===== config.mk =====
export PLATFORM = sky130hd
export DESIGN_NAME = pcpu
export DESIGN_NICKNAME = d
export VERILOG_FILES = /design/src/verilog/pcpu_pkg.sv /design/src/verilog/pcpu_decode.sv /design/src/verilog/pcpu_execute.sv /design/src/verilog/pcpu_mem_wb.sv /design/src/verilog/pcpu.sv
export VERILOG_INCLUDE_DIRS = /design/src /design/src/verilog
export SDC_FILE = /design/constraint.sdc
export NUM_CORES = 2
export LEC_CHECK = 0
export BUFFER_PORTS_ARGS = -buffer_cell sky130_fd_sc_hd__buf_4
export CORE_MARGIN = 5
export CORE_UTILIZATION = 25
export CTS_CLUSTER_DIAMETER = 200
export DETAILED_ROUTE_END_ITERATION = 10
export GPL_ROUTABILITY_DRIVEN = 0
export HOLD_SLACK_MARGIN = 0.12
export PLACE_DENSITY_LB_ADDON = 0.12
export SYNTH_ARGS = -nofsm -noshare
export SYNTH_HDL_FRONTEND = slang
export SYNTH_SLANG_ARGS = --single-unit

===== constraint.sdc =====
create_clock -name clk -period 10.1 [get_ports clk]
set_input_delay 0.505 -clock clk [delete_from_list [all_inputs] [get_ports clk]]
set_output_delay 0.505 -clock clk [all_outputs]
set_load 0.02 [all_outputs]

===== src/verilog/pcpu_defs.svh =====
`ifndef PCPU_DEFS_SVH
`define PCPU_DEFS_SVH

////////////////////////////////////////////////////////////
// datapath sizes
////////////////////////////////////////////////////////////

`define PCPU_DATA_W 32  // data, address and instruction word
`define PCPU_REG_W 5  // register index, 32 registers

////////////////////////////////////////////////////////////
// fetch
////////////////////////////////////////////////////////////

// first fetch address after reset
`define PCPU_RESET_PC 32'h0000_0000

// byte step between instructions
`define PCPU_PC_STEP 32'd4

`endif


===== src/verilog/pcpu_pkg.sv =====
package pcpu_pkg;

`include "pcpu_defs.svh"

	typedef logic [`PCPU_DATA_W-1:0] word_t;  // data, address, instruction
	typedef logic [`PCPU_REG_W-1:0] reg_idx_t;  // register number

	// major opcodes, bits 31:26
	typedef enum logic [5:0] {
		op_rtype = 6'h00,  // alu op in funct
		op_addi  = 6'h08,
		op_andi  = 6'h0c,
		op_ori   = 6'h0d,
		op_lui   = 6'h0f,
		op_lw    = 6'h23,
		op_sw    = 6'h2b
	} opcode_t;

	// r-type function codes, bits 5:0
	typedef enum logic [5:0] {
		fn_add = 6'h20,
		fn_sub = 6'h22,
		fn_and = 6'h24,
		fn_or  = 6'h25,
		fn_nor = 6'h27,
		fn_slt = 6'h2a
	} funct_t;

	typedef enum logic [2:0] {
		alu_add = 3'd0,  // also address calc
		alu_sub = 3'd1,
		alu_and = 3'd2,
		alu_or  = 3'd3,
		alu_nor = 3'd4,
		alu_slt = 3'd5,  // signed compare
		alu_lui = 3'd6  // imm to upper half
	} alu_op_t;

	// one word, two field layouts
	typedef union packed {
		struct packed {opcode_t opcode; reg_idx_t rs; reg_idx_t rt; reg_idx_t rd;
			logic [4:0] shamt; funct_t funct;} r;
		struct packed {opcode_t opcode; reg_idx_t rs; reg_idx_t rt; logic [15:0] imm;} i;
	} inst_t;

endpackage


===== src/verilog/pcpu_decode.sv =====
`timescale 1ns/1ns
`include "pcpu_defs.svh"

module pcpu_decode (
	input  logic               clk,
	input  logic               rst,
	input  pcpu_pkg::word_t    inst_data,  // rom word for inst_addr
	input  logic               wb_wr,
	input  pcpu_pkg::reg_idx_t wb_dst,
	input  pcpu_pkg::word_t    wb_val,
	output pcpu_pkg::word_t    inst_addr,
	output logic               ex_valid,
	output pcpu_pkg::alu_op_t  ex_alu_op,
	output pcpu_pkg::reg_idx_t ex_rs,
	output pcpu_pkg::reg_idx_t ex_rt,
	output pcpu_pkg::word_t    ex_rs_val,
	output pcpu_pkg::word_t    ex_rt_val,
	output pcpu_pkg::word_t    ex_imm,
	output logic               ex_use_imm,
	output pcpu_pkg::reg_idx_t ex_dst,
	output logic               ex_wr,
	output logic               ex_load,
	output logic               ex_store
);

	pcpu_pkg::inst_t inst;
	pcpu_pkg::word_t rf [2**`PCPU_REG_W];  // register file
	pcpu_pkg::reg_idx_t rs;
	pcpu_pkg::reg_idx_t rt;
	pcpu_pkg::reg_idx_t dst;
	pcpu_pkg::word_t rs_val;
	pcpu_pkg::word_t rt_val;
	pcpu_pkg::word_t imm_sext;
	pcpu_pkg::word_t imm_zext;
	pcpu_pkg::word_t imm;
	pcpu_pkg::alu_op_t alu_op;
	logic use_imm;
	logic wr;
	logic load;
	logic store;
	logic uses_rs;
	logic uses_rt;
	logic stall;

	////////////////////////////////////////////////////////////
	// fetch
	////////////////////////////////////////////////////////////

	always_ff @(posedge clk) begin
		if (rst) begin
			inst_addr <= `PCPU_RESET_PC;
		end else if (!stall) begin  // hold pc on load-use
			inst_addr <= inst_addr + `PCPU_PC_STEP;
		end
	end

	////////////////////////////////////////////////////////////
	// decode
	////////////////////////////////////////////////////////////

	assign inst = inst_data;
	assign rs = inst.r.rs;
	assign rt = inst.r.rt;
	assign imm_sext = {{(`PCPU_DATA_W-16){inst.i.imm[15]}}, inst.i.imm};
	assign imm_zext = {{(`PCPU_DATA_W-16){1'b0}}, inst.i.imm};

	always_comb begin
		alu_op = pcpu_pkg::alu_add;
		imm = imm_sext;  // arith and mem ops
		use_imm = 1'b1;
		dst = inst.i.rt;  // i-type writes rt
		wr = 1'b0;
		load = 1'b0;
		store = 1'b0;
		uses_rs = 1'b1;
		uses_rt = 1'b0;
		case (inst.r.opcode)
			pcpu_pkg::op_rtype: begin
				use_imm = 1'b0;
				dst = inst.r.rd;
				wr = 1'b1;
				uses_rt = 1'b1;
				case (inst.r.funct)
					pcpu_pkg::fn_add: alu_op = pcpu_pkg::alu_add;
					pcpu_pkg::fn_sub: alu_op = pcpu_pkg::alu_sub;
					pcpu_pkg::fn_and: alu_op = pcpu_pkg::alu_and;
					pcpu_pkg::fn_or:  alu_op = pcpu_pkg::alu_or;
					pcpu_pkg::fn_nor: alu_op = pcpu_pkg::alu_nor;
					pcpu_pkg::fn_slt: alu_op = pcpu_pkg::alu_slt;
					default: wr = 1'b0;  // unknown funct acts as nop
				endcase
			end
			pcpu_pkg::op_addi: wr = 1'b1;
			pcpu_pkg::op_andi: begin
				alu_op = pcpu_pkg::alu_and;
				imm = imm_zext;
				wr = 1'b1;
			end
			pcpu_pkg::op_ori: begin
				alu_op = pcpu_pkg::alu_or;
				imm = imm_zext;
				wr = 1'b1;
			end
			pcpu_pkg::op_lui: begin
				alu_op = pcpu_pkg::alu_lui;
				imm = imm_zext;
				wr = 1'b1;
				uses_rs = 1'b0;  // rs field ignored
			end
			pcpu_pkg::op_lw: begin
				wr = 1'b1;
				load = 1'b1;
			end
			pcpu_pkg::op_sw: begin
				store = 1'b1;
				uses_rt = 1'b1;  // store data
			end
			default: uses_rs = 1'b0;
		endcase
	end

	// load in execute feeding this instruction
	assign stall = ex_load && (ex_dst != '0) &&
		((uses_rs && ex_dst == rs) || (uses_rt && ex_dst == rt));

	////////////////////////////////////////////////////////////
	// register file
	////////////////////////////////////////////////////////////

	always_ff @(posedge clk) begin
		if (wb_wr && wb_dst != '0) begin
			rf[wb_dst] <= wb_val;
		end
	end

	// write-first reads, r0 hardwired
	assign rs_val = (rs == '0) ? '0 : (wb_wr && wb_dst == rs) ? wb_val : rf[rs];
	assign rt_val = (rt == '0) ? '0 : (wb_wr && wb_dst == rt) ? wb_val : rf[rt];

	////////////////////////////////////////////////////////////
	// decode to execute register
	////////////////////////////////////////////////////////////

	always_ff @(posedge clk) begin
		if (rst) begin
			ex_valid <= 1'b0;
			ex_wr <= 1'b0;
			ex_load <= 1'b0;
			ex_store <= 1'b0;
		end else begin
			ex_valid <= !stall;  // bubble on stall
			ex_wr <= wr && !stall;
			ex_load <= load && !stall;
			ex_store <= store && !stall;
		end
	end

	always_ff @(posedge clk) begin
		ex_alu_op <= alu_op;
		ex_rs <= rs;
		ex_rt <= rt;
		ex_rs_val <= rs_val;
		ex_rt_val <= rt_val;
		ex_imm <= imm;
		ex_use_imm <= use_imm;
		ex_dst <= dst;
	end

endmodule


===== src/verilog/pcpu_execute.sv =====
`timescale 1ns/1ns

module pcpu_execute (
	input  logic               clk,
	input  logic               rst,
	input  logic               ex_valid,
	input  pcpu_pkg::alu_op_t  ex_alu_op,
	input  pcpu_pkg::reg_idx_t ex_rs,
	input  pcpu_pkg::reg_idx_t ex_rt,
	input  pcpu_pkg::word_t    ex_rs_val,
	input  pcpu_pkg::word_t    ex_rt_val,
	input  pcpu_pkg::word_t    ex_imm,
	input  logic               ex_use_imm,
	input  pcpu_pkg::reg_idx_t ex_dst,
	input  logic               ex_wr,
	input  logic               ex_load,
	input  logic               ex_store,
	input  logic               wb_wr,  // writeback forward
	input  pcpu_pkg::reg_idx_t wb_dst,
	input  pcpu_pkg::word_t    wb_val,
	output logic               mem_valid,
	output pcpu_pkg::word_t    mem_result,
	output pcpu_pkg::word_t    mem_store_val,
	output pcpu_pkg::reg_idx_t mem_dst,
	output logic               mem_wr,
	output logic               mem_load,
	output logic               mem_store
);

	pcpu_pkg::word_t a;  // forwarded rs
	pcpu_pkg::word_t rt_fwd;  // forwarded rt
	pcpu_pkg::word_t b;
	pcpu_pkg::word_t result;
	logic mem_fwd_en;
	logic wb_fwd_en;

	////////////////////////////////////////////////////////////
	// operand forwarding
	////////////////////////////////////////////////////////////

	// load data not ready in mem stage
	assign mem_fwd_en = mem_wr && !mem_load && (mem_dst != '0);
	assign wb_fwd_en = wb_wr && (wb_dst != '0);

	assign a = (mem_fwd_en && mem_dst == ex_rs) ? mem_result :
		(wb_fwd_en && wb_dst == ex_rs) ? wb_val : ex_rs_val;
	assign rt_fwd = (mem_fwd_en && mem_dst == ex_rt) ? mem_result :
		(wb_fwd_en && wb_dst == ex_rt) ? wb_val : ex_rt_val;
	assign b = ex_use_imm ? ex_imm : rt_fwd;

	////////////////////////////////////////////////////////////
	// alu
	////////////////////////////////////////////////////////////

	always_comb begin
		case (ex_alu_op)
			pcpu_pkg::alu_sub: result = a - b;
			pcpu_pkg::alu_and: result = a & b;
			pcpu_pkg::alu_or:  result = a | b;
			pcpu_pkg::alu_nor: result = ~(a | b);
			pcpu_pkg::alu_slt: result = pcpu_pkg::word_t'($signed(a) < $signed(b));
			pcpu_pkg::alu_lui: result = {b[15:0], 16'h0000};
			default: result = a + b;  // add, addi, lw/sw address, wraps
		endcase
	end

	////////////////////////////////////////////////////////////
	// execute to memory register
	////////////////////////////////////////////////////////////

	always_ff @(posedge clk) begin
		if (rst) begin
			mem_valid <= 1'b0;
			mem_wr <= 1'b0;
			mem_load <= 1'b0;
			mem_store <= 1'b0;
		end else begin
			mem_valid <= ex_valid;
			mem_wr <= ex_wr;  // already zero in a bubble
			mem_load <= ex_load;
			mem_store <= ex_store;
		end
	end

	always_ff @(posedge clk) begin
		mem_result <= result;
		mem_store_val <= rt_fwd;  // sw data
		mem_dst <= ex_dst;
	end

endmodule


===== src/verilog/pcpu_mem_wb.sv =====
`timescale 1ns/1ns

module pcpu_mem_wb (
	input  logic               clk,
	input  logic               rst,
	input  logic               mem_valid,
	input  pcpu_pkg::word_t    mem_result,  // alu result or address
	input  pcpu_pkg::word_t    mem_store_val,
	input  pcpu_pkg::reg_idx_t mem_dst,
	input  logic               mem_wr,
	input  logic               mem_load,
	input  logic               mem_store,
	input  pcpu_pkg::word_t    mem_data_in,  // read word, one clock late
	output pcpu_pkg::word_t    mem_addr,
	output pcpu_pkg::word_t    mem_data,
	output logic [3:0]         mem_we,
	output logic               mem_rd,
	output logic               wb_wr,
	output pcpu_pkg::reg_idx_t wb_dst,
	output pcpu_pkg::word_t    wb_val
);

	logic wb_load;
	pcpu_pkg::word_t wb_result;

	////////////////////////////////////////////////////////////
	// data memory port
	////////////////////////////////////////////////////////////

	assign mem_addr = mem_result;
	assign mem_data = mem_store_val;
	assign mem_we = {4{mem_valid && mem_store}};  // word stores only
	assign mem_rd = mem_valid && mem_load;

	////////////////////////////////////////////////////////////
	// memory to writeback register
	////////////////////////////////////////////////////////////

	always_ff @(posedge clk) begin
		if (rst) begin
			wb_wr <= 1'b0;
			wb_load <= 1'b0;
		end else begin
			wb_wr <= mem_valid && mem_wr;
			wb_load <= mem_valid && mem_load;  // data arrives this cycle
		end
	end

	always_ff @(posedge clk) begin
		wb_dst <= mem_dst;
		wb_result <= mem_result;
	end

	// load word straight from the port
	assign wb_val = wb_load ? mem_data_in : wb_result;

endmodule


===== src/verilog/pcpu.sv =====
`timescale 1ns/1ns

module pcpu (
	input  logic            clk,
	input  logic            rst,
	input  pcpu_pkg::word_t inst_data,
	input  pcpu_pkg::word_t mem_data_in,
	output pcpu_pkg::word_t inst_addr,
	output pcpu_pkg::word_t mem_addr,
	output pcpu_pkg::word_t mem_data,
	output logic [3:0]      mem_we,
	output logic            mem_rd
);

	// decode to execute
	logic ex_valid;
	pcpu_pkg::alu_op_t ex_alu_op;
	pcpu_pkg::reg_idx_t ex_rs;
	pcpu_pkg::reg_idx_t ex_rt;
	pcpu_pkg::word_t ex_rs_val;
	pcpu_pkg::word_t ex_rt_val;
	pcpu_pkg::word_t ex_imm;
	logic ex_use_imm;
	pcpu_pkg::reg_idx_t ex_dst;
	logic ex_wr;
	logic ex_load;
	logic ex_store;

	// execute to mem_wb
	logic mem_valid;
	pcpu_pkg::word_t mem_result;
	pcpu_pkg::word_t mem_store_val;
	pcpu_pkg::reg_idx_t mem_dst;
	logic mem_wr;
	logic mem_load;
	logic mem_store;

	// writeback, back to decode and execute
	logic wb_wr;
	pcpu_pkg::reg_idx_t wb_dst;
	pcpu_pkg::word_t wb_val;

	pcpu_decode decode_inst (.clk, .rst, .inst_data, .wb_wr, .wb_dst, .wb_val,
		.inst_addr, .ex_valid, .ex_alu_op, .ex_rs, .ex_rt, .ex_rs_val, .ex_rt_val,
		.ex_imm, .ex_use_imm, .ex_dst, .ex_wr, .ex_load, .ex_store);

	pcpu_execute execute_inst (.clk, .rst, .ex_valid, .ex_alu_op, .ex_rs, .ex_rt,
		.ex_rs_val, .ex_rt_val, .ex_imm, .ex_use_imm, .ex_dst, .ex_wr, .ex_load,
		.ex_store, .wb_wr, .wb_dst, .wb_val, .mem_valid, .mem_result,
		.mem_store_val, .mem_dst, .mem_wr, .mem_load, .mem_store);

	pcpu_mem_wb mem_wb_inst (.clk, .rst, .mem_valid, .mem_result, .mem_store_val,
		.mem_dst, .mem_wr, .mem_load, .mem_store, .mem_data_in, .mem_addr,
		.mem_data, .mem_we, .mem_rd, .wb_wr, .wb_dst, .wb_val);

endmodule


# Word-level counts from Yosys, hierarchy flattened
# Memory sizes are Yosys's and may differ from the RTL's. A register that Yosys moved wholly into a read port is not among the register bits.
# Cells that the tools add are included.
[totals]
reg_bits = 184
ram_bits = 1024
in_bits = 66
out_inout_bits = 101
wordCells = 105
memories = 1
[op_classes]
addsub = 3
magnitude_cmp = 1
eq_ne = 24
muxes = 19
n_bitwise = 3
reduce_logical = 31
[memory_table]
columns = ["memory", "depth", "width", "rd", "rd_clocked_by_memory_dff", "write_ports", "line_no", "text"]
rows = [
  ["decode_inst.rf", 32, 32, 2, 2, 1, "pcpu_decode.sv:27", "pcpu_pkg::word_t rf [2**`PCPU_REG_W];"],
]
[ops]
columns = ["op", "count"]
rows = [
  ["two-way mux 32 bit", 6],
  ["case mux 32 bit (6 select lines)", 1],
  ["equality test 6 bit, second input constant", 8],
  ["adder 32 x 3 -> 32 bit, second input constant", 1],
  ["adder 32 bit", 1],
  ["AND 32 bit", 1],
  ["< comparator 32 bit", 1],
  ["NOT 32 bit", 1],
  ["OR 32 bit", 1],
  ["subtractor 32 bit", 1],
  ["equality test 5 bit", 6],
  ["equality test 6 x 4 -> 1 bit, second input constant", 4],
  ["logical AND 1 bit", 17],
  ["case mux 3 bit (5 select lines)", 1],
  ["nonzero test 5 bit", 3],
  ["case mux 3 bit (4 select lines)", 1],
  ["OR reduction 6 bit", 2],
  ["zero test 5 bit", 2],
  ["equality test 3 bit, second input constant", 3],
  ["two-way mux 1 bit", 8],
  ["equality test 3 x 2 -> 1 bit, second input constant", 2],
  ["zero test 6 bit", 1],
  ["two-way mux 5 bit", 1],
  ["OR reduction 5 bit", 1],
  ["6 further kinds", 7],
]

# Longest topological paths before layout
[logic_depth]
ltp_word = 9
depth_mapped = 22
depth_no_buf = 19

# Modules after synthesis
# A second synthesis with hierarchy kept.
[unflattened]
hier_cells = 4379
hier_area_um2 = 62944.1
[modules_own_cells]
columns = ["module", "n_inst", "cells_per_inst", "area_per_inst_um2", "seq_area_each_um2"]
rows = [
  ["pcpu_decode", 1, 2991, 52068.7, 33432.1],
  ["pcpu_execute", 1, 1242, 9017.4, 1461.4],
  ["pcpu_mem_wb", 1, 146, 1858.0, 780.7],
]

# Worst setup path after synthesis
# Ideal clock, no wire load.
[synth_path]
kind = "reg-to-reg"
startpoint = "register mem_wb_inst.wb_dst[4]"
endpoint = "register execute_inst.mem_result[17]"
setup_ps = 120
t_arrival_ps = 4541
t_required_ps = 9980
path_slack_ps = 5440
stages_incl_launch_ff = 19
path_buffers = 4
synth_period_minus_slack_ps = 4660
path_cell_list = "dfxtp_1 > buf_1 > xnor2_1 > nand3_1 > nor4_1 > clkbuf_1 > clkbuf_1 > o21ai_0 > o21ai_0 > ha_1 > buf_2 > or4_4 > a2111oi_2 > nor3_1 > o31ai_1 > nand3_1 > a21boi_0 > a21oi_1 > a211o_1"
[synth_between]
elab_chain_len = 9
elab_cells_between_ends = 17
cone_classes = "add/sub (2); eq/ne (2); mux (6); bitwise (3); reduce/logical (4)"
[synth_rtl]
columns = ["item", "line_no", "text"]
rows = [
  ["start, declared", "pcpu_mem_wb.sv:19", "output pcpu_pkg::reg_idx_t wb_dst,"],
  ["start signal, assigned", "pcpu_mem_wb.sv:50", "wb_dst <= mem_dst;"],
  ["parallel branches: the longest is 8 deep, another holds adder 32 bit", "-", ""],
  ["case mux 32 bit (6 select lines) (*)", "pcpu_execute.sv:56", "case (ex_alu_op)"],
  ["named net execute_inst.result[17]", "pcpu_execute.sv:33", "pcpu_pkg::word_t result;"],
  ["end signal, assigned", "pcpu_execute.sv:86", "mem_result <= result;"],
  ["end, declared", "pcpu_execute.sv:22", "output pcpu_pkg::word_t mem_result,"],
]
# Mark *: on every way through the listed nets, which the timed path passes.
# A chain may end at the register's enable or synchronous reset.

# Worst setup path in the final report
[layout_path]
startpoint = "register mem_wb_inst.wb_dst[2]"
endpoint = "register execute_inst.mem_result[25]"
# Same word-level chain as after synthesis.

==> reports/metrics.csv <==
stage;metric;value;unit
final_layout;seq_area;0.0357;mm2
final_layout;drive_gt1_share;25.8;%
synth;ys.flop_type;edfxtp_1;
worst_setup_path;reg2reg_depth;16;
final_layout;fill_cells;24483;
worst_setup_path;crit_fanout;50;
final_layout;multi_input_area;0.0245;mm2
floorplan;start_util;25.1;%
sta;timing.final.crit_period;6.08;ns
routing;vias;39423;
job;cap_violations;0;
clock_network;cts_resized;0;
worst_setup_path;timing.rr.start;mem_wb_inst.wb_dst[2];
synth;avgSynthCellArea;15.1;um2
placed_design;detailedPlace.worstSlack;4.12;ns
sta;rsz0062_at_grt;false;
final_layout;instances_no_fill;7617;
floorplan;die_w;506;um
floorplan;core.rowCount;182;
global_routing;grt_max_degree;90;
clock_network;clk_pin_slew;0.06;ns
placed_design;io_buffers;164;
final_layout;final_cell_mix;1024 x edfxtp_1, 484 x mux4_2, 263 x buf_4;
clock_network;tritoncts;done;
worst_setup_path;cp.required;10.79;ns
clock_network;clockRootBuffer;clkbuf_16;
synth;synth_area;0.0615;mm2
sta;relSlewSlack;8.31;%
synth;ys_warn_count;0;
routing;viasPerCell;5.18;
worst_setup_path;startpoint;mem_wb_inst.wb_dst[2];
sta;hold_violations;0;
clock_network;cts_buffer_depth;3;
sta;drv_slew;0;
routing;drt_iter0_drc;3731;
floorplan;core;0.245;mm2
final_layout;synthToLayoutAreaGrowth;17.1;%
sta;timing.final.crit_share;60.2;%
synth;synth-seq-area-share;58.0;%
sta;finalSetupTns;0;ns
clock_network;clock_latency;0.79;ns
pwr;peakVddDrop;0.104;mV
floorplan;fp.dieArea;0.256;mm2
clock_network;cts_inserted_buffers;154;
sta;clock.fmax;0.164;GHz
clock_network;post_cts_buffers;0;
routing;wire_per_inst;32.5;um
floorplan;io_pins;167;
sta;tightest_slew;1.34;ns
routing;ant_nets;0;
global_routing;grt_pass1_vias;40149;
pwr;power_density;193;mW/mm2
sta;skew;0.0257;ns
worst_setup_path;cp-endpoint;execute_inst.mem_result[25];
clock_network;ctsHoldBuffers;28;
worst_hold_path;holdPathStages;3;
worst_hold_path;hold_path_class;input port to register;
routing;drc;0;
worst_setup_path;start_kind;register;
synth;synth-seq-cells;1270;
worst_setup_path;crit_type;register to register;
placed_design;post-dp-hpwl;151;mm
sta;worst_slack;4.02;ns
clock_network;cts_sinks;1270;
synth;synth.area.top_cells;edfxtp_1 50%, mux4_2 18%, dfxtp_1 8.0%;
placed_design;place_inst;7305;
synth;yosys.area.top_type;edfxtp_1;
final_layout;final_common_cell;edfxtp_1;
routing;drt-pass1-iter-count;5;
pwr;power;13900;uW
pwr;p_leak;0.0239;uW
synth;ys_types;86;
worst_setup_path;worstPathArrival;6.77;ns
worst_setup_path;timing.rr.end;execute_inst.mem_result[25];
synth;async_reset_ff_share;0;%
status;status;complete, no violations;
clock_network;htree_levels;4;
global_routing;grt_pass1_wl;340;mm
global_routing;grt_usage;18.9;%
routing;totalWireLength;248;mm
final_layout;nets;4434;
synth;synth_top_area_share;50.0;%
global_routing;grt_overflow;0;
global_routing;antenna_found_initial;10;
worst_hold_path;hp-start;inst_data[28];
sta;finalSetupViolCount;0;
worst_setup_path;cp-end-kind;register;
worst_setup_path;rrSetupSlack;4.02;ns
synth;netlist_instances;4077;
synth;synth-edff-count;1024;
floorplan;fp.dieH;506;um
[sequential cells by signal, indices dropped and copies added, names as in the netlist, 3 cells and up]
name                        cells
decode_inst.ex_alu_op           3
decode_inst.ex_rs_val          32
mem_wb_inst.wb_dst              5
decode_inst.ex_dst              5
decode_inst.ex_imm             17
decode_inst.inst_addr          30
execute_inst.mem_result        32
decode_inst.rf               1024
decode_inst.ex_rt               5
decode_inst.ex_rs               5
decode_inst.ex_rt_val          32
execute_inst.mem_dst            5
mem_wb_inst.wb_result          32
execute_inst.mem_store_val     32
[cell usage after synthesis, types with 13 or more instances]
library cell	instances
edfxtp_1	1024
mux4_2	484
dfxtp_1	246
mux2i_1	227
nor2_1	217
o21ai_0	205
nand2_1	198
clkbuf_1	189
a21oi_1	154
inv_1	134
ha_1	97
mux2_2	89
o22ai_1	80
buf_2	71
a211oi_1	67
a221oi_1	53
xor2_1	36
nand2b_1	34
o211ai_1	32
o221ai_1	30
xnor2_1	29
nand3_1	27
buf_1	26
nor3_1	25
a221o_1	22
nor2b_1	22
and3_1	15
or3_1	15
a21o_1	13
[area by class of cell]
type | count | area share, %
antenna | 4 | 0.0139
clock buffer | 212 | 5.91
clock inverter | 68 | 0.820
inverter | 135 | 0.703
multi-input combinational | 2406 | 34.0
sequential | 1270 | 49.5
tap | 3220 | 5.59
timing repair buffer | 302 | 3.38
[kinds of logic after synthesis]
kind of cell,synth area share (%)
AO/OA/AOI/OAI,8.45
XOR/XNOR,0.925
adder cells (fa/ha/maj),2.04
buffers and inverters,2.88
flip-flops,58.0
multiplexers,23.1
other,0.00610
AND/OR/NAND/NOR,4.65
[stage by stage]
| stage | util, % | instance area, um2 | hold slack, ns |
|---|---|---|---|
| 2_1_floorplan | - | 61600 | 0.381 |
| 3_3_place_gp | 27.3 | 66900 | 0.396 |
| 3_5_place_dp | 27.3 | 66900 | 0.397 |
| 4_1_cts | 29.3 | 72000 | 0.137 |
| 5_1_grt | 29.3 | 72000 | 0.192 |
| 6_report | 29.3 | 72000 | 0.198 |
[power by group]
part           internal [uW]  total, uW  switching (uW)  leakage, uW
Combinational            640       2070            1430       0.0103
Clock                   3150       5420            2280      0.00234
Sequential              6210       6370             166       0.0113
[worst min path at each step]
| stage | endpoint | slack (ns) |
|---|---|---|
| floorplan | execute_inst.mem_dst[4] | 0.38 |
| global placement | mem_wb_inst.wb_result[12] | 0.40 |
| detailed placement | mem_wb_inst.wb_result[10] | 0.40 |
| CTS | decode_inst.ex_use_imm | 0.14 |
| global route | decode_inst.ex_use_imm | 0.19 |
| finish | decode_inst.ex_use_imm | 0.20 |
[critical path, cell delays in order, from the launching register on]
cell       delay, ns
dfxtp_1         0.61
or3_4           0.30
o31ai_4         0.11
nor4_4          0.31
buf_4           0.62
mux2i_1         0.75
o31a_1          0.41
inv_1           0.08
ha_1            0.28
a2111oi_0       0.65
o31ai_1         0.20
a311oi_1        0.58
a21oi_1         0.26
a21boi_0        0.33
and3_1          0.20
a211oi_1        0.05
and3_1          0.21
[layer usage]
metal  share of wire, %  up-vias  GRT usage (%)
met3                5.4      284           3.08
li1                   -    16695              -
met2                 46     1274           29.8
met5                  0        -              0
met4                2.3        0           4.37
met1                 47    21170           27.1
Power figures use the tool's default switching activity.
